**src/rtl/vga_game_pkg.sv**
```systemverilog
////////////////////////////////////////
// shared types and constants for the VGA obstacle renderer
// referenced by scoped name from every block and the testbench
////////////////////////////////////////

package vga_game_pkg;

    // every screen coordinate and box edge uses this width
    localparam int COORD_W = 12;           // 0..4095, plenty for 800x525

    localparam int NUM_OBSTACLES = 2;      // index 0 cactus, index 1 bird

    // exclusive bounding box of one obstacle
    // a pixel is inside only when strictly between both edge pairs
    typedef struct packed {
        logic [COORD_W-1:0] x1;            // left edge
        logic [COORD_W-1:0] x2;            // right edge
        logic [COORD_W-1:0] y1;            // top edge
        logic [COORD_W-1:0] y2;            // bottom edge
    } box_t;                               // 48 bits

    // RGB332 split, red in the top bits
    typedef struct packed {
        logic [2:0] r;
        logic [2:0] g;
        logic [1:0] b;
    } rgb_t;

    // one colour word, seen as a byte or as channels
    typedef union packed {
        logic [7:0] raw;                   // written by the compositor
        rgb_t       rgb;                   // read at the pins
    } pixel_t;

    // obstacle colours in RGB332
    localparam logic [7:0] CACTUS_COLOR = 8'b000_111_00;  // full green
    localparam logic [7:0] BIRD_COLOR   = 8'b111_011_00;  // orange-ish

    // Black is all zeros, used for blanking and background.

endpackage
```
**src/rtl/scan_if.sv**
```systemverilog
////////////////////////////////////////
// scan position and strobes from the timing generator
////////////////////////////////////////

`timescale 1ns/1ps

interface scan_if;

    logic                               pix_stb;  // one CLK wide, every PIX_DIV cycles
    logic [vga_game_pkg::COORD_W-1:0]   x;        // horizontal count, 0..H_TOTAL-1
    logic [vga_game_pkg::COORD_W-1:0]   y;        // vertical count, 0..V_TOTAL-1
    logic                               active;   // pixel inside visible area
    logic                               animate;  // once per frame, start of blanking

    // driven by vga_timing only
    modport timing (
        output pix_stb,
        output x,
        output y,
        output active,
        output animate
    );

    // obstacles and compositor
    modport sink (
        input pix_stb,
        input x,
        input y,
        input active,
        input animate
    );

endinterface

```
**src/rtl/vga_game_top.sv**
```systemverilog
////////////////////////////////////////
// VGA obstacle renderer top, RGB332 out
// all raster and sprite geometry set from here
////////////////////////////////////////

`timescale 1ns/1ps

module vga_game_top #(
    parameter int PIX_DIV      = 4,        // 100 MHz CLK gives 25 MHz pixels
    parameter int H_ACTIVE     = 640,
    parameter int H_FP         = 16,
    parameter int H_SYNC       = 96,
    parameter int H_TOTAL      = 800,
    parameter int V_ACTIVE     = 480,
    parameter int V_FP         = 10,
    parameter int V_SYNC       = 2,
    parameter int V_TOTAL      = 525,
    parameter int CACTUS_IX    = 600,      // ground obstacle
    parameter int CACTUS_IY    = 400,
    parameter int CACTUS_W     = 20,
    parameter int CACTUS_H     = 40,
    parameter int CACTUS_SPEED = 4,
    parameter int BIRD_IX      = 400,      // flying obstacle, above the cactus
    parameter int BIRD_IY      = 340,
    parameter int BIRD_W       = 40,
    parameter int BIRD_H       = 20,
    parameter int BIRD_SPEED   = 4
) (
    input  logic       CLK,
    input  logic       i_rst_n,
    output logic       o_hs,
    output logic       o_vs,
    output logic [2:0] o_r,
    output logic [2:0] o_g,
    output logic [1:0] o_b
);

    scan_if scan ();

    vga_game_pkg::box_t   boxes [vga_game_pkg::NUM_OBSTACLES];
    vga_game_pkg::pixel_t pixel;

    vga_timing #(
        .PIX_DIV (PIX_DIV),  .H_ACTIVE(H_ACTIVE), .H_FP(H_FP), .H_SYNC(H_SYNC),
        .H_TOTAL (H_TOTAL),  .V_ACTIVE(V_ACTIVE), .V_FP(V_FP), .V_SYNC(V_SYNC),
        .V_TOTAL (V_TOTAL)
    ) u_timing (
        .CLK    (CLK),
        .i_rst_n(i_rst_n),
        .o_scan (scan.timing)
    );

    // index 0 has colour priority
    obstacle #(
        .IX(CACTUS_IX), .IY(CACTUS_IY), .WIDTH(CACTUS_W), .HEIGHT(CACTUS_H),
        .SPEED(CACTUS_SPEED), .H_ACTIVE(H_ACTIVE)
    ) u_cactus (
        .CLK(CLK), .i_rst_n(i_rst_n), .i_scan(scan.sink), .o_box(boxes[0])
    );

    obstacle #(
        .IX(BIRD_IX), .IY(BIRD_IY), .WIDTH(BIRD_W), .HEIGHT(BIRD_H),
        .SPEED(BIRD_SPEED), .H_ACTIVE(H_ACTIVE)
    ) u_bird (
        .CLK(CLK), .i_rst_n(i_rst_n), .i_scan(scan.sink), .o_box(boxes[1])
    );

    pixel_color #(
        .H_ACTIVE(H_ACTIVE), .H_FP(H_FP), .H_SYNC(H_SYNC),
        .V_ACTIVE(V_ACTIVE), .V_FP(V_FP), .V_SYNC(V_SYNC)
    ) u_color (
        .CLK    (CLK),
        .i_rst_n(i_rst_n),
        .i_scan (scan.sink),
        .i_boxes(boxes),
        .o_hs   (o_hs),
        .o_vs   (o_vs),
        .o_pixel(pixel)
    );

    assign o_r = pixel.rgb.r;              // channel split via union view
    assign o_g = pixel.rgb.g;
    assign o_b = pixel.rgb.b;

endmodule

```
**src/rtl/pixel_color.sv**
```systemverilog
////////////////////////////////////////
// hit test against all boxes, priority colour, sync decode
// outputs registered on the pixel strobe
////////////////////////////////////////

`timescale 1ns/1ps

module pixel_color #(
    parameter int H_ACTIVE = 640,
    parameter int H_FP     = 16,
    parameter int H_SYNC   = 96,
    parameter int V_ACTIVE = 480,
    parameter int V_FP     = 10,
    parameter int V_SYNC   = 2
) (
    input  logic                 CLK,
    input  logic                 i_rst_n,
    scan_if.sink                 i_scan,
    input  vga_game_pkg::box_t   i_boxes [vga_game_pkg::NUM_OBSTACLES],
    output logic                 o_hs,
    output logic                 o_vs,
    output vga_game_pkg::pixel_t o_pixel
);

    localparam int CW = vga_game_pkg::COORD_W;
    localparam int NO = vga_game_pkg::NUM_OBSTACLES;

    localparam logic [CW-1:0] HS_START = CW'(H_ACTIVE + H_FP);
    localparam logic [CW-1:0] HS_END   = CW'(H_ACTIVE + H_FP + H_SYNC);
    localparam logic [CW-1:0] VS_START = CW'(V_ACTIVE + V_FP);
    localparam logic [CW-1:0] VS_END   = CW'(V_ACTIVE + V_FP + V_SYNC);

    // colour per obstacle index
    localparam logic [7:0] OBJ_COLOR [NO] = '{vga_game_pkg::CACTUS_COLOR,
                                              vga_game_pkg::BIRD_COLOR};

    logic [NO-1:0]        hit;
    logic                 hs_n;            // low during sync pulse
    logic                 vs_n;
    vga_game_pkg::pixel_t next_pix;

    // strictly inside, edges stay black
    for (genvar i = 0; i < NO; i++) begin : g_hit
        assign hit[i] = (i_scan.x > i_boxes[i].x1) && (i_scan.x < i_boxes[i].x2) &&
                        (i_scan.y > i_boxes[i].y1) && (i_scan.y < i_boxes[i].y2);
    end

    // walk from highest index down so index 0 wins last
    always_comb begin
        next_pix.raw = 8'h00;
        for (int i = NO - 1; i >= 0; i--) begin
            if (hit[i])
                next_pix.raw = OBJ_COLOR[i];
        end
        if (!i_scan.active)
            next_pix.raw = 8'h00;          // blanking always black
    end

    assign hs_n = !((i_scan.x >= HS_START) && (i_scan.x < HS_END));
    assign vs_n = !((i_scan.y >= VS_START) && (i_scan.y < VS_END));

    // all three pins move together, one CLK after the strobe
    always_ff @(posedge CLK) begin
        if (!i_rst_n) begin
            o_hs        <= 1'b1;           // sync idle high
            o_vs        <= 1'b1;
            o_pixel.raw <= 8'h00;
        end else if (i_scan.pix_stb) begin
            o_hs        <= hs_n;
            o_vs        <= vs_n;
            o_pixel     <= next_pix;
        end
    end

endmodule

```
**src/rtl/obstacle.sv**
```systemverilog
////////////////////////////////////////
// one rectangle scrolling left by SPEED per frame
// wraps back to the right edge once it runs off the left
////////////////////////////////////////

`timescale 1ns/1ps

module obstacle #(
    parameter int IX       = 600,          // start x, left edge
    parameter int IY       = 400,          // fixed top edge
    parameter int WIDTH    = 20,
    parameter int HEIGHT   = 40,
    parameter int SPEED    = 4,            // pixels per frame
    parameter int H_ACTIVE = 640           // wrap target
) (
    input  logic                 CLK,
    input  logic                 i_rst_n,
    scan_if.sink                 i_scan,
    output vga_game_pkg::box_t   o_box
);

    localparam int CW = vga_game_pkg::COORD_W;

    localparam logic [CW-1:0] START_X = CW'(IX);
    localparam logic [CW-1:0] STEP    = CW'(SPEED);
    localparam logic [CW-1:0] WRAP_X  = CW'(H_ACTIVE);
    localparam logic [CW-1:0] BOX_W   = CW'(WIDTH);
    localparam logic [CW-1:0] TOP_Y   = CW'(IY);
    localparam logic [CW-1:0] BOT_Y   = CW'(IY + HEIGHT);

    logic [CW-1:0] x1;                     // only moving edge

    // step on the animate strobe, box visible from the next cycle
    always_ff @(posedge CLK) begin
        if (!i_rst_n) begin
            x1 <= START_X;
        end else if (i_scan.animate) begin
            if (x1 < STEP)
                x1 <= WRAP_X;              // off the left, restart at right
            else
                x1 <= x1 - STEP;
        end
    end

    assign o_box.x1 = x1;
    assign o_box.x2 = x1 + BOX_W;          // may lie past H_ACTIVE after wrap
    assign o_box.y1 = TOP_Y;
    assign o_box.y2 = BOT_Y;

endmodule

```
**src/rtl/vga_timing.sv**
```systemverilog
////////////////////////////////////////
// raster generator: pixel strobe plus line and frame counters
// sync is decoded downstream from the counts
////////////////////////////////////////

`timescale 1ns/1ps

module vga_timing #(
    parameter int PIX_DIV  = 4,            // CLK cycles per pixel
    parameter int H_ACTIVE = 640,
    parameter int H_FP     = 16,
    parameter int H_SYNC   = 96,
    parameter int H_TOTAL  = 800,
    parameter int V_ACTIVE = 480,
    parameter int V_FP     = 10,
    parameter int V_SYNC   = 2,
    parameter int V_TOTAL  = 525
) (
    input  logic   CLK,
    input  logic   i_rst_n,
    scan_if.timing o_scan
);

    localparam int CW    = vga_game_pkg::COORD_W;
    localparam int DIV_W = (PIX_DIV > 1) ? $clog2(PIX_DIV) : 1;

    // back porch is whatever is left of the line after active, fp and sync
    localparam int H_BP = H_TOTAL - H_ACTIVE - H_FP - H_SYNC;
    localparam int V_BP = V_TOTAL - V_ACTIVE - V_FP - V_SYNC;

    localparam logic [CW-1:0] H_LAST = CW'(H_ACTIVE + H_FP + H_SYNC + H_BP - 1);
    localparam logic [CW-1:0] V_LAST = CW'(V_ACTIVE + V_FP + V_SYNC + V_BP - 1);

    logic [DIV_W-1:0] div_cnt;             // cycles since last strobe
    logic             pix_stb;
    logic [CW-1:0]    h_cnt;
    logic [CW-1:0]    v_cnt;
    logic             line_end;

    // strobe lands PIX_DIV cycles after reset release, then every PIX_DIV
    always_ff @(posedge CLK) begin
        if (!i_rst_n) begin
            div_cnt <= '0;
            pix_stb <= 1'b0;
        end else if (div_cnt == DIV_W'(PIX_DIV - 1)) begin
            div_cnt <= '0;
            pix_stb <= 1'b1;
        end else begin
            div_cnt <= div_cnt + 1'b1;
            pix_stb <= 1'b0;
        end
    end

    assign line_end = (h_cnt == H_LAST);

    // counters hold the position of the pixel being strobed
    always_ff @(posedge CLK) begin
        if (!i_rst_n) begin
            h_cnt <= '0;
            v_cnt <= '0;
        end else if (pix_stb) begin
            if (line_end) begin
                h_cnt <= '0;                    // wrap to next line
                if (v_cnt == V_LAST)
                    v_cnt <= '0;                // new frame
                else
                    v_cnt <= v_cnt + 1'b1;
            end else begin
                h_cnt <= h_cnt + 1'b1;
            end
        end
    end

    assign o_scan.pix_stb = pix_stb;
    assign o_scan.x       = h_cnt;
    assign o_scan.y       = v_cnt;
    assign o_scan.active  = (h_cnt < CW'(H_ACTIVE)) && (v_cnt < CW'(V_ACTIVE));

    // first blanking line, first pixel: safe point to move sprites
    assign o_scan.animate = pix_stb && (v_cnt == CW'(V_ACTIVE)) && (h_cnt == '0);

endmodule

```
**config.mk**
```make
export PLATFORM = sky130hd
export DESIGN_NAME = vga_game_top
export DESIGN_NICKNAME = d
export VERILOG_FILES = /design/src/rtl/vga_game_pkg.sv /design/src/rtl/scan_if.sv /design/src/rtl/vga_game_top.sv /design/src/rtl/pixel_color.sv /design/src/rtl/obstacle.sv /design/src/rtl/vga_timing.sv
export SDC_FILE = /design/constraint.sdc
export NUM_CORES = 1
export LEC_CHECK = 0
export BUFFER_PORTS_ARGS = -buffer_cell sky130_fd_sc_hd__clkbuf_2
export CAP_MARGIN = 20
export CORE_MARGIN = 4
export CORE_UTILIZATION = 60
export CTS_CLUSTER_SIZE = 24
export DETAILED_ROUTE_END_ITERATION = 8
export PLACE_DENSITY_LB_ADDON = 0.1
export SETUP_SLACK_MARGIN = 0.2
export SLEW_MARGIN = 20
export SYNTH_ARGS = -nofsm -noshare
export SYNTH_HDL_FRONTEND = slang
export SYNTH_HIERARCHICAL = 1
export SYNTH_SLANG_ARGS = --single-unit
```
**constraint.sdc**
```tcl
create_clock -name CLK -period 3.9 [get_ports CLK]
set_clock_uncertainty 0.1 [all_clocks]
set_input_delay 0.195 -clock CLK [delete_from_list [all_inputs] [get_ports CLK]]
set_output_delay 0.195 -clock CLK [all_outputs]
set_load 0.1 [all_outputs]
```
==> Yosys cells after proc, flatten, opt, wreduce, memory -nomap -nowiden <==
Cells that the tools add are included.
{ "word_totals": {"register_bits": 61, "in_bits": 2} }
{ "classes": {"add_sub_neg": 7, "order_cmp": 16, "eq_ne": 4, "muxes": 8, "bitwise_logic": 1, "reduce_logical": 16} }
{ "op_table": {"columns": ["op", "n"], "rows": [
  ["< comparator 12 x 9 -> 1 bit (second input constant)", 4],
  ["two-way mux 12 bit", 4],
  ["adder 12 x 1 -> 12 bit (second input constant)", 2],
  ["equality test 12 x 10 -> 1 bit (second input constant)", 2],
  ["greater-than comparator 12 bit", 2],
  ["greater-than comparator 12 x 9 -> 1 bit (second input constant)", 2],
  ["< comparator 12 x 10 -> 1 bit (second input constant)", 2],
  ["< comparator 12 bit", 2],
  ["< comparator 12 x 3 -> 1 bit (second input constant)", 2],
  ["two-way mux 8 bit", 3],
  ["subtractor 12 x 3 -> 12 bit (second input constant)", 2],
  ["adder 12 x 5 -> 12 bit (second input constant)", 1],
  ["adder 12 x 6 -> 12 bit (second input constant)", 1],
  ["equality test 12 x 9 -> 1 bit (second input constant)", 1],
  ["greater-or-equal comparator 12 x 10 -> 1 bit (second input constant)", 1],
  ["greater-or-equal comparator 12 x 9 -> 1 bit (second input constant)", 1],
  ["logical NOT 12 bit", 1],
  ["logical AND 1 bit", 11],
  ["adder 2 x 1 -> 2 bit (second input constant)", 1],
  ["equality test 2 bit (second input constant)", 1],
  ["logical NOT 1 bit", 2],
  ["AND reduction 2 bit", 1],
  ["OR reduction 2 bit", 1],
  ["two-way mux 1 bit", 1],
  ["inverter 1 bit", 1]
]} }

==> Depth between registers and ports, before layout <==
Gate-level depths: netlist of run 1.
{ "logic_depth": {"word_depth": 8, "ltp_mapped": 13, "mapped_depth_nobuf": 13} }

==> By module <==
The synthesis of run 1 kept the hierarchy.
{ "by_module_without_submodules": {"columns": ["module", "n_inst", "cells_per_inst", "area_each_um2", "seq_area_each_um2"], "rows": [
  ["pixel_color", 1, 345, 2568.7, 100.1],
  ["vga_timing", 1, 168, 1431.4, 540.5],
  ["obstacle (u_bird)", 1, 116, 947.2, 200.2],
  ["obstacle (u_cactus)", 1, 115, 914.6, 200.2]
]} }

==> Worst setup path before layout of run 1 <==
Ideal clock, no wire load.
{ "synth_timing": {"kind": "register to register", "start": "register u_bird.x1[4]", "end": "register u_color/o_pixel[6] in the netlist's numbering", "setup_ns": 0.070, "t_arrival_ns": 2.644, "setup_slack_ns": 1.086, "path_stages_with_launch": 13, "n_path_buf": 0, "period_less_slack_ns": 2.814, "cell_sequence": "dfxtp_1 ha_1 o2111ai_1 xnor2_1 inv_1 ha_1 a211oi_1 o22ai_1 nor2_1 nand4b_1 or4_1 or3b_1 a21boi_1"} }
{ "synth_lines": {"columns": ["item", "line_no", "source"], "rows": [
  ["from (decl)", "obstacle.sv:31", "logic [CW-1:0] x1;"],
  ["from (signal assigned)", "obstacle.sv:41", "x1 <= x1 - STEP;"],
  ["to (signal assigned)", "pixel_color.sv:71", "o_pixel <= next_pix;"],
  ["to (decl)", "pixel_color.sv:22", "output vga_game_pkg::pixel_t o_pixel"]
]} }

==> metrics.md, run 1 <==
| Metric | Value |
|---|---|
| Status | finished clean |
| Clock share of power | 0.383 |
| CP Cell Sequence | nand4_1, nor2_1, xor2_1, inv_1, ha_1, nand4_1, or4_1, a21oi_1, or4_1, nor2_1, o31a_1 |
| Area grow syn2layout | -1.174% |
| Switching part of the total | 0.2561 |
| Iter 0 DRT Violations | ~220 |
| Max Root-Sink Buffers | 2 |
| Num Clock Sinks | 52 |
| GR Util met1 | 0.2990 |
| FF-to-FF path depth | 11 |
| Mapped Cells | 744 |
| Syn avg cell area | between 7 and 8 um2 |
| Top Ports | 12 |
| P_sw | 0.2595 mW |
| Routed WL | between 10 and 15 mm |
| Pin count of the biggest net entering global routing | 43 |
| Max-slew headroom | 0.3797 |
| PortBufs | 9 |
| Post-synth cell types | 70 |
| Peak supply drop | 0.1537 mV |
| Final Hold Fails | 0 |
| Placed inst area | around 5700 um2 |
| Post-synthesis sequential area ratio | 0.1776 |
| Clk slew on worst S/H paths | 100 ps |
| Fin nets | approximately 840 |
| Internal power contribution | between 0.7 and 0.8 mW |
| Setup crit end | u_color/o_pixel[3] |
| Share of layout cells above drive strength 1 | 0.05313 |
| GR Layer Usage met3 | 0.02709 |
| # hold bufs at CTS | 0 |
| Diode count | 0 |
| Synth Register Bits | 52 |
| Initial antenna violation count | 0 |
| DR vias/cell | around 5.7 |
| R2R Path End | u_color/o_pixel[3] |
| Vias post-DR | between 4,000 and 5,000 |
| Root buffer cell | clkbuf_8 |
| Synth warnings | 6 |
| Cell Rows | 35 |
| Final Cycle Share | 0.8036 |
| Final HPWL DP | slightly below 10 mm |
| Met2 Usage GRT | 0.4114 |
| GRT Overall Usage | 0.2320 |
| Initial core utilization | 0.6255 |
| Reg2Reg Setup Slack | 770 ps |
| Max incr delay on CP | approximately 650 ps |
| Die width | approximately 110 um |
| Combinational Power Share | 0.087 |
| Area leader, netlist | ha_1 |
| Clk Latency, worst-skew pair | between 300 and 400 ps |
| Fillers | 904 |
| Prevailing post-synth register cell | dfxtp_1 |
| DRT antenna net count | 0 |
| Fin area | a little under 6000 um2 |
| Most frequent cell after synthesis | inv_1 |
| Crit path time final | 3134 ps |
| Worst min path class | flop to flop |
| Post-CTS sizing | 0 |
| Async S/R FF share, synth | 0 |
| Core region area | between 9000 and 10,000 um2 |
| Worst Setup SP | u_bird/x1[6] |
| Ranking of synthesized cells by area | ha_1 (22%), dfxtp_1 (18%), buf_4 (7.9%), inv_1 (6.8%), nand4_1 (3.5%) |
| First-pass GRT wire length | between 20 and 25 mm |
| Pins Over Slew Limit | 0 |
| Startpoint Class | flop |
| Number of synthesized flops with an enable pin | 0 |
| Sequential Power Share | 0.530 |
| Fmax | 0.3191 GHz |
| Setup TNS | 0 ps |
| Power density of the placed cells | 174.9 nW/um2 |
| Req. time, crit path | roughly 4000 ps |
| Commonest cells post-synth | inv_1 (106), ha_1 (103), buf_4 (62) |
| Post-CTS setup buffer count | 0 |
| Crit Path Category | flop to flop |
| Pre-CTS WS | a little over 800 ps |
| Slew @ Worst Pin | 930.5 ps |
| Drt drc | 0 |
| CTS tree | done |
| Critical Path AT | ~3200 ps |
| Slowest stage cell, crit path | dfxtp_1 |
| GRT busiest layer | met2 |
| Htree depth | 2 |
| Worst r2r src | u_bird/x1[6] |
| Critical path fanouts, max | 12 |
| Pleak | 2.645 nW |
| Top-area cell type share of the netlist area | 0.2199 |
| Setup-failing EPs final | 0 |
| Number of global-route vias before repair | ~4,700 |
| Worst Setup End Kind | flop |
| # Max-Cap Violations | 0 |
| Num CTS Buffers | 5 |
| Mapped cell area | 5862 um2 |
| RSZ-0062 raised after global routing | false |
| DR pass1 iterations | 5 |
| GPL Wtd Cong | between 0.8 and 0.9 |
| Die area | 11,410 um2 |
| Setup ws final | around 770 ps |
| Die Ht | between 100 and 150 um |
| Grt total ovfl | 0 |
| Drt wl/cell | between 10 and 15 um |
==> cell usage in the layout, fill, tap and decap left out, drive strengths merged, types with 10 or more instances in the layout <==
cell type,synthesis,layout
inv,106,106
ha,103,103
conb,5,58
dfxtp,52,52
nand2,50,50
nor2,43,43
a21oi,37,37
nand4,33,33
nand3,24,24
xnor2,17,17
o21ai,17,17
nor3,15,15
clkbuf,10,14
xor2,13,13
a211oi,13,13
or3,10,10
nor4,10,10
==> layout make-up <==
| type | count | area, um2 | area share |
|---|---|---|---|
| Sequential cell | 52 | 1041 | 0.1797 |
| Tap cell | 129 | 161.4 | 0.02786 |
| Multi-Input combinational cell | 556 | 4014 | 0.6929 |
| Timing Repair Buffer | 12 | 67.56 | 0.01166 |
| Clock buffer | 5 | 68.82 | 0.01188 |
| Clock inverter | 3 | 42.54 | 0.007343 |
| Inverter | 106 | 397.9 | 0.06868 |
==> through the flow <==
| step | power, mW | hold slack, ps | instances | util |
|---|---|---|---|---|
| 2_1_floorplan | 0.6605 | 156.9 | 797 | - |
| 3_3_place_gp | 0.6300 | 315.4 | 855 | 0.6063 |
| 3_5_place_dp | 0.6333 | 327.4 | 855 | 0.6063 |
| 4_1_cts | 1.023 | 341.8 | 863 | 0.6182 |
| 5_1_grt | 1.056 | 360.9 | 863 | 0.6182 |
| 6_report | 1.013 | 334.9 | 863 | 0.6182 |
==> worst max-delay path: cells and delay by family, from the launching register on <==
family,cells,cell delay [ps]
adder cells (fa/ha/maj),1,290
XOR/XNOR,1,160
AO/OA/AOI/OAI,2,450
flip-flops,1,650
AND/OR/NAND/NOR,6,1300
buffers and inverters,1,70
==> sequential cells by signal, summed over array words and instances (netlist names) <==
name	cells
u_color/o_vs	1
u_timing/div_cnt	2
u_timing/o_scan.pix_stb	1
u_color/o_pixel	3
u_timing/o_scan.y	12
u_cactus/x1	10
u_timing/o_scan.x	12
u_bird/x1	10
u_color/o_hs	1
==> power by group through the flow <==
stage,clock network [mW],logic [mW],registers (mW)
3_5_place_dp,0,0.0842,0.549
3_3_place_gp,0,0.0810,0.549
6_report,0.388,0.0884,0.537
2_1_floorplan,0,0.112,0.549
5_1_grt,0.414,0.105,0.537
4_1_cts,0.402,0.0847,0.537
==> kinds of logic (layout without fill, tap and decap cells) <==
family / Yosys count / in the layout / synth area share
compound gates: 125 / 125 / 0.1484
xor+xnor: 30 / 30 / 0.04482
fa+ha+maj: 103 / 103 / 0.2199
buf+inv: 189 / 126 / 0.1716
flops: 52 / 52 / 0.1776
mux: 3 / 3 / 0.005123
other cells: 5 / 58 / 0.003202
simple gates: 237 / 237 / 0.2295
==> layer usage <==
metal  wire [um]  share of wire
met4         154          0.012
met2        6239           0.49
met5           0              0
met1        5988           0.47
met3         452          0.035
==> how the worst min path moves through the flow <==
stage | cells past startpoint | start | to
2_1_floorplan | 1 | i_rst_n | u_color/o_hs
3_3_place_gp | 1 | u_timing/div_cnt[0] | u_timing/div_cnt[0]
3_5_place_dp | 1 | u_timing/div_cnt[0] | u_timing/div_cnt[0]
4_1_cts | 1 | u_timing/div_cnt[0] | u_timing/div_cnt[0]
5_1_grt | 1 | u_timing/div_cnt[0] | u_timing/div_cnt[0]
6_report | 1 | u_timing/div_cnt[0] | u_timing/div_cnt[0]
Note: power is estimated with default switching activity, not from simulation.
==> inputs of run 2 (changes only) <==
==> constraint.sdc (replaced) <==
create_clock -name CLK -period 3.28 [get_ports CLK]
set_clock_uncertainty 0.1 [all_clocks]
set_input_delay 0.164 -clock CLK [delete_from_list [all_inputs] [get_ports CLK]]
set_output_delay 0.164 -clock CLK [all_outputs]
set_load 0.1 [all_outputs]
==> metrics.md, run 2 (synthesis gave the netlist of run 1 again) <==
| Metric | Value |
|---|---|
| Htree depth | 2 |
| DR pass1 iterations | 7 |
| Commonest cells after routing, fill and taps aside | inv_1 (106), ha_1 (102), conb_1 (58) |
| First-pass GRT wire length | 21.67 mm |
| Share of layout cells above drive strength 1 | 0.09188 |
| Iter 0 DRT Violations | a little under 300 |
| Die Ht | roughly 110 um |
| Worst min path class | input pin to flop |
| Final Hold Fails | 0 |
| Core region area | 9371 um2 |
| Drt drc | 1 |
| Peak supply drop | roughly 0.24 mV |
| Hold_sp | i_rst_n |
| Cell Rows | 35 |
| Vias post-DR | about 5,000 |
| Switching part of the total | 0.2607 |
| Sequential Area | between 1000 and 1500 um2 |
| Slew @ Worst Pin | 551.7 ps |
| Max-slew headroom | 0.6274 |
| Clk Latency, worst-skew pair | ~320 ps |
| Clock share of power | 0.390 |
| Failing checks | design-rule violations |
| Drt wl/cell | 14.45 um |
| Root buffer cell | clkbuf_8 |
| CTS tree | done |
| Multi-input logic area | 4041 um2 |
| Combinational Power Share | 0.086 |
| Inst Count DP | 870 |
| RSZ-0062 raised after global routing | true |
| Fmax | roughly 0.34 GHz |
| Clk slew on worst S/H paths | about 110 ps |
| Max Root-Sink Buffers | 2 |
| Sequential Power Share | 0.524 |
| Pin count of the biggest net entering global routing | 42 |
| Pins Over Slew Limit | 0 |
| Setup ws final | 323.2 ps |
| Critical Path AT | around 3100 ps |
| Worst Setup SP | u_timing/o_scan.x[6] |
| Grt total ovfl | 0 |
| Pleak | approximately 2.7 nW |
| Pre-CTS WS | just under 200 ps |
| Die area | 11,410 um2 |
| Diode count | 0 |
| Final HPWL DP | between 9 and 10 mm |
| Final Cycle Share | 0.9015 |
| DRT antenna net count | 0 |
| Area grow syn2layout | 1.814% |
| GRT Overall Usage | 0.2281 |
| Startpoint Class | flop |
| Num CTS Buffers | 5 |
| Fin cells | 880 |
| Req. time, crit path | 3400 ps |
| Status | complete, but fails checks |
| Crit path time final | roughly 3000 ps |
| Total Power | roughly 1.2 mW |
| Most common cell after layout, fill and taps aside | inv_1 |
| Initial antenna violation count | 0 |
| Worst Setup End Kind | flop |
| Num Clock Sinks | 52 |
| GPL Wtd Cong | ~0.84 |
| Reg2Reg Setup Slack | ~320 ps |
| Worst r2r src | u_timing/o_scan.x[6] |
| Top Ports | 12 |
| # Max-Cap Violations | 0 |
| Internal power contribution | between 0.8 and 0.9 mW |
| Die width | between 100 and 150 um |
| DR vias/cell | 5.570 |
| Crit Path Category | flop to flop |
| P_sw | 0.3170 mW |
| Fin nets | roughly 860 |
| Power density of the placed cells | between 200 and 250 nW/um2 |
| Initial core utilization | 0.6255 |
| PortBufs | 9 |
| Setup-failing EPs final | 0 |
| Fillers | 850 |
| Routed WL | 12.72 mm |
| Number of global-route vias before repair | roughly 4,600 |
| Critical path fanouts, max | 10 |
| Setup TNS | 0 ps |
## run 2: final cells by class
| class | instances | area share |
|---|---|---|
| Inverter | 106 | 0.06667 |
| Timing Repair Buffer | 29 | 0.03270 |
| Sequential cell | 52 | 0.1771 |
| Tap cell | 129 | 0.02704 |
| Clock inverter | 3 | 0.007757 |
| Clock buffer | 5 | 0.01153 |
| Multi-Input combinational cell | 556 | 0.6771 |
## run 2: metrics by stage
step	util	hold slack (ps)	area, um2
2_1_floorplan	-	125.9	6061
3_3_place_gp	0.6183	315.8	5794
3_5_place_dp	0.6183	347.3	5794
4_1_cts	0.6307	210.4	5911
5_1_grt	0.6368	241.9	5968
6_report	0.6368	221.1	5968
## run 2: repair_timing
| action | in CTS | in global routing |
|---|---|---|
| resized for setup | 1 | 15 |
| setup endpoints to repair | 1 | 3 |
| hold buffers | 0 | 0 |
| setup buffers | 0 | 2 |
| pin swaps | 0 | 2 |
| gates cloned | 0 | 0 |
## run 2: power groups by stage
stage,combinational (mW),clock [mW],sequential (mW)
global route,0.123,0.507,0.638
detailed placement,0.101,0,0.653
global placement,0.0970,0,0.653
finish,0.105,0.474,0.637
floorplan,0.133,0,0.653
CTS,0.102,0.486,0.639
## run 2: path summary, 6_finish.rpt
| path | cells past startpoint | endpoint |
|---|---|---|
| min | 3 | u_timing/o_scan.x[4] |
| max | 8 | u_bird/x1[3] |
| min reg2reg | 1 | u_timing/div_cnt[0] |
| max reg2reg | 8 | u_bird/x1[3] |
## run 2: worst max-delay path, cell delays in order (launching register included)
cell and delay [ps]:
dfxtp_1 470, or3b_1 460, nor4b_1 300, and4_1 460, buf_4 220, nor4bb_4 440, nand3_2 170, nand2_1 160
a211oi_1 70
## run 2: layer usage
layer | up-vias | global-route usage | routed length, um
met4 | 0 | 0.05571 | 172
met3 | 13 | 0.02589 | 462
met5 | - | 0 | 0
li1 | 2515 | - | -
met2 | 95 | 0.3862 | 6036
met1 | 2279 | 0.3099 | 6049
==> inputs of run 3 (changes only) <==
--- a/config.mk
+++ b/config.mk
@@ -11,10 +11,10 @@
 export CORE_UTILIZATION = 60
 export CTS_CLUSTER_SIZE = 24
 export DETAILED_ROUTE_END_ITERATION = 8
+export MAX_ROUTING_LAYER = met4
 export PLACE_DENSITY_LB_ADDON = 0.1
 export SETUP_SLACK_MARGIN = 0.2
 export SLEW_MARGIN = 20
 export SYNTH_ARGS = -nofsm -noshare
 export SYNTH_HDL_FRONTEND = slang
-export SYNTH_HIERARCHICAL = 1
 export SYNTH_SLANG_ARGS = --single-unit
==> metrics.md, run 3 <==
| Metric | Value |
|---|---|
| Slew @ Worst Pin | ~720 ps |
| Core region area | approximately 6300 um2 |
| Area grow syn2layout | 5.314% |
| Drt wl/cell | around 17 um |
| Grt total ovfl | 0 |
| Power density of the placed cells | ~260 nW/um2 |
| Post-synth cell types | 58 |
| Syn avg cell area | about 8.2 um2 |
| Fillers | between 500 and 600 |
| Vias post-DR | approximately 3,400 |
| Post-CTS setup buffer count | 0 |
| Top Ports | 12 |
| Sequential Area | 1045 um2 |
| Req. time, crit path | ~3400 ps |
| Mapped Cells | approximately 470 |
| Most common cell after layout, fill and taps aside | ha_1 |
| Area leader, netlist | dfxtp_1 |
| Number of synthesized flops with an enable pin | 0 |
| Root buffer cell | clkbuf_8 |
| GRT Overall Usage | 0.2524 |
| Share of layout cells above drive strength 1 | 0.08034 |
| Worst min path class | input pin to flop |
| DR vias/cell | slightly above 6 |
| Clock share of power | 0.360 |
| Status | finished clean |
| Worst Setup End Kind | flop |
| Number of global-route vias before repair | 3,139 |
| Setup TNS | 0 ps |
| # Max-Cap Violations | 0 |
| Crit path time final | 2875 ps |
| Setup-failing EPs final | 0 |
| Internal power contribution | 0.7973 mW |
| Synth warnings | 0 |
| Die area | 7826 um2 |
| Multi-input logic area | roughly 2600 um2 |
| Clk Latency, worst-skew pair | approximately 320 ps |
| RSZ-0062 raised after global routing | false |
| Die Ht | 88.47 um |
| Async S/R FF share, synth | 0 |
| Final Hold Fails | 0 |
| Startpoint Class | flop |
| Pre-CTS WS | 164.4 ps |
| First-pass GRT wire length | ~15 mm |
| Clk slew on worst S/H paths | ~100 ps |
| Switching part of the total | 0.2500 |
| Mapped cell area | 3885 um2 |
| Max Root-Sink Buffers | 2 |
| Num Clock Sinks | 52 |
| Num CTS Buffers | 5 |
| Synth Register Bits | 52 |
| Peak supply drop | between 0.2 and 0.25 mV |
| Pin count of the biggest net entering global routing | 18 |
| Final Cycle Share | 0.8765 |
| Post-synthesis sequential area ratio | 0.2680 |
| Top-area cell type share of the netlist area | 0.2680 |
| Sequential Power Share | 0.599 |
| # hold bufs at CTS | 0 |
| Cell Rows | 29 |
| Crit Path Category | flop to flop |
| Combinational Power Share | 0.040 |
| PortBufs | 9 |
| Pins Over Slew Limit | 0 |
| Prevailing post-synth register cell | dfxtp_1 |
| Worst hold slack | ~100 ps |
| Initial antenna violation count | 0 |
| Fmax | approximately 0.35 GHz |
| DR pass1 iterations | 5 |
| Iter 0 DRT Violations | 154 |
| DRT antenna net count | 0 |
| GPL Wtd Cong | between 0.8 and 0.9 |
| Fin nets | between 500 and 600 |
| Final HPWL DP | between 6 and 7 mm |
| Setup ws final | a little over 400 ps |
| Htree depth | 2 |
| Diode count | 0 |
| P_sw | between 0.2 and 0.3 mW |
| Routed WL | roughly 9 mm |
| Critical Path AT | about 3000 ps |
| Initial core utilization | 0.6153 |
| Max-slew headroom | 0.5126 |
| Commonest cells after routing, fill and taps aside | ha_1 (52), dfxtp_1 (49), nor2_1 (38) |
| Pleak | 1.651 nW |
| Commonest cells post-synth | dfxtp_1 (52), ha_1 (52), nor2_1 (38) |
| Ranking of synthesized cells by area | dfxtp_1 (27%), ha_1 (17%), xnor2_1 (6.3%), nor2_1 (3.7%), a21oi_1 (3.5%) |
| Critical path fanouts, max | 5 |
| CTS tree | done |
| Drt drc | 0 |
| Die width | between 80 and 90 um |
run 3: cell count changes after synthesis, sizes merged, moves of 7 or more:
cell,before,now
inv,106,36
buf,73,5
ha,103,52
nand2,50,26
nand4,33,15
xnor2,17,28
a21oi,37,27
o22ai,8,1
run 3: timing repair:
action                                  CTS  global route
endpoints found under the setup margin    2             2
pin swaps                                 0             2
gates resized for setup                   1             8
run 3: layout make-up:
class	count	area share
sequential	52	0.2554
tap	77	0.02355
clock inverter	3	0.005199
timing repair buffer	14	0.02018
inverter	36	0.03303
clock buffer	5	0.01682
multi-input combinational	363	0.6459
run 3: worst paths after layout:
path	startpoint	to	slack, ps	depth (start not counted)
worst min register to register	u_timing.div_cnt[0]	u_timing.div_cnt[0]	340	1
worst max register to register	u_bird.x1[8]	u_color.o_pixel[6]	410	11
worst min-delay path	i_rst_n	u_color.o_hs	100	2
worst max-delay path	u_bird.x1[8]	u_color.o_pixel[6]	410	11
run 3: cell families after synthesis:
kind of cell	count (synthesis)	synth area share
AND/OR/NAND/NOR	179	0.2638
AO/OA/AOI/OAI	90	0.1491
buffers and inverters	57	0.05991
adder cells (fa/ha/maj)	52	0.1675
flip-flops	52	0.2680
XOR/XNOR	38	0.08567
multiplexers	2	0.005153
other	1	0.0009653
run 3: worst max-delay path, cell delays in order, from the launching register on:
cell and delay [ps]:
dfxtp_2 380, inv_1 90, nor3_2 180, o21ai_1 120, or3_1 340, xnor2_1 150, ha_1 190, or3b_2 430
a211oi_1 270, nor4b_4 260, o311ai_2 160, a21oi_1 160
run 3: per-layer routing:
metal,part of all wire,wire (um),up-vias,global-route usage
li1,-,-,1697,-
met1,0.47,4275,1585,0.3377
met2,0.46,4249,92,0.4038
met3,0.057,520,11,0.03631
met4,0.013,115,0,0.05769
met5,0,0,-,-
run 3: stage by stage:
step	utilization	total power [mW]	area, um2	instances
6_report	0.6480	1.063	4091	550
5_1_grt	0.6480	1.097	4091	550
4_1_cts	0.6431	1.068	4060	550
3_5_place_dp	0.6288	0.6941	3970	542
3_3_place_gp	0.6288	0.6937	3970	542
2_1_floorplan	-	0.6855	3889	472
run 3: power by group through the flow:
stage                     combinational (mW)  clock, mW  sequential, mW
after floorplan                       0.0340          0           0.651
after global placement                0.0421          0           0.652
after detailed placement              0.0424          0           0.652
after CTS                             0.0424      0.388           0.637
after global routing                  0.0459      0.413           0.638
final                                 0.0429      0.383           0.637
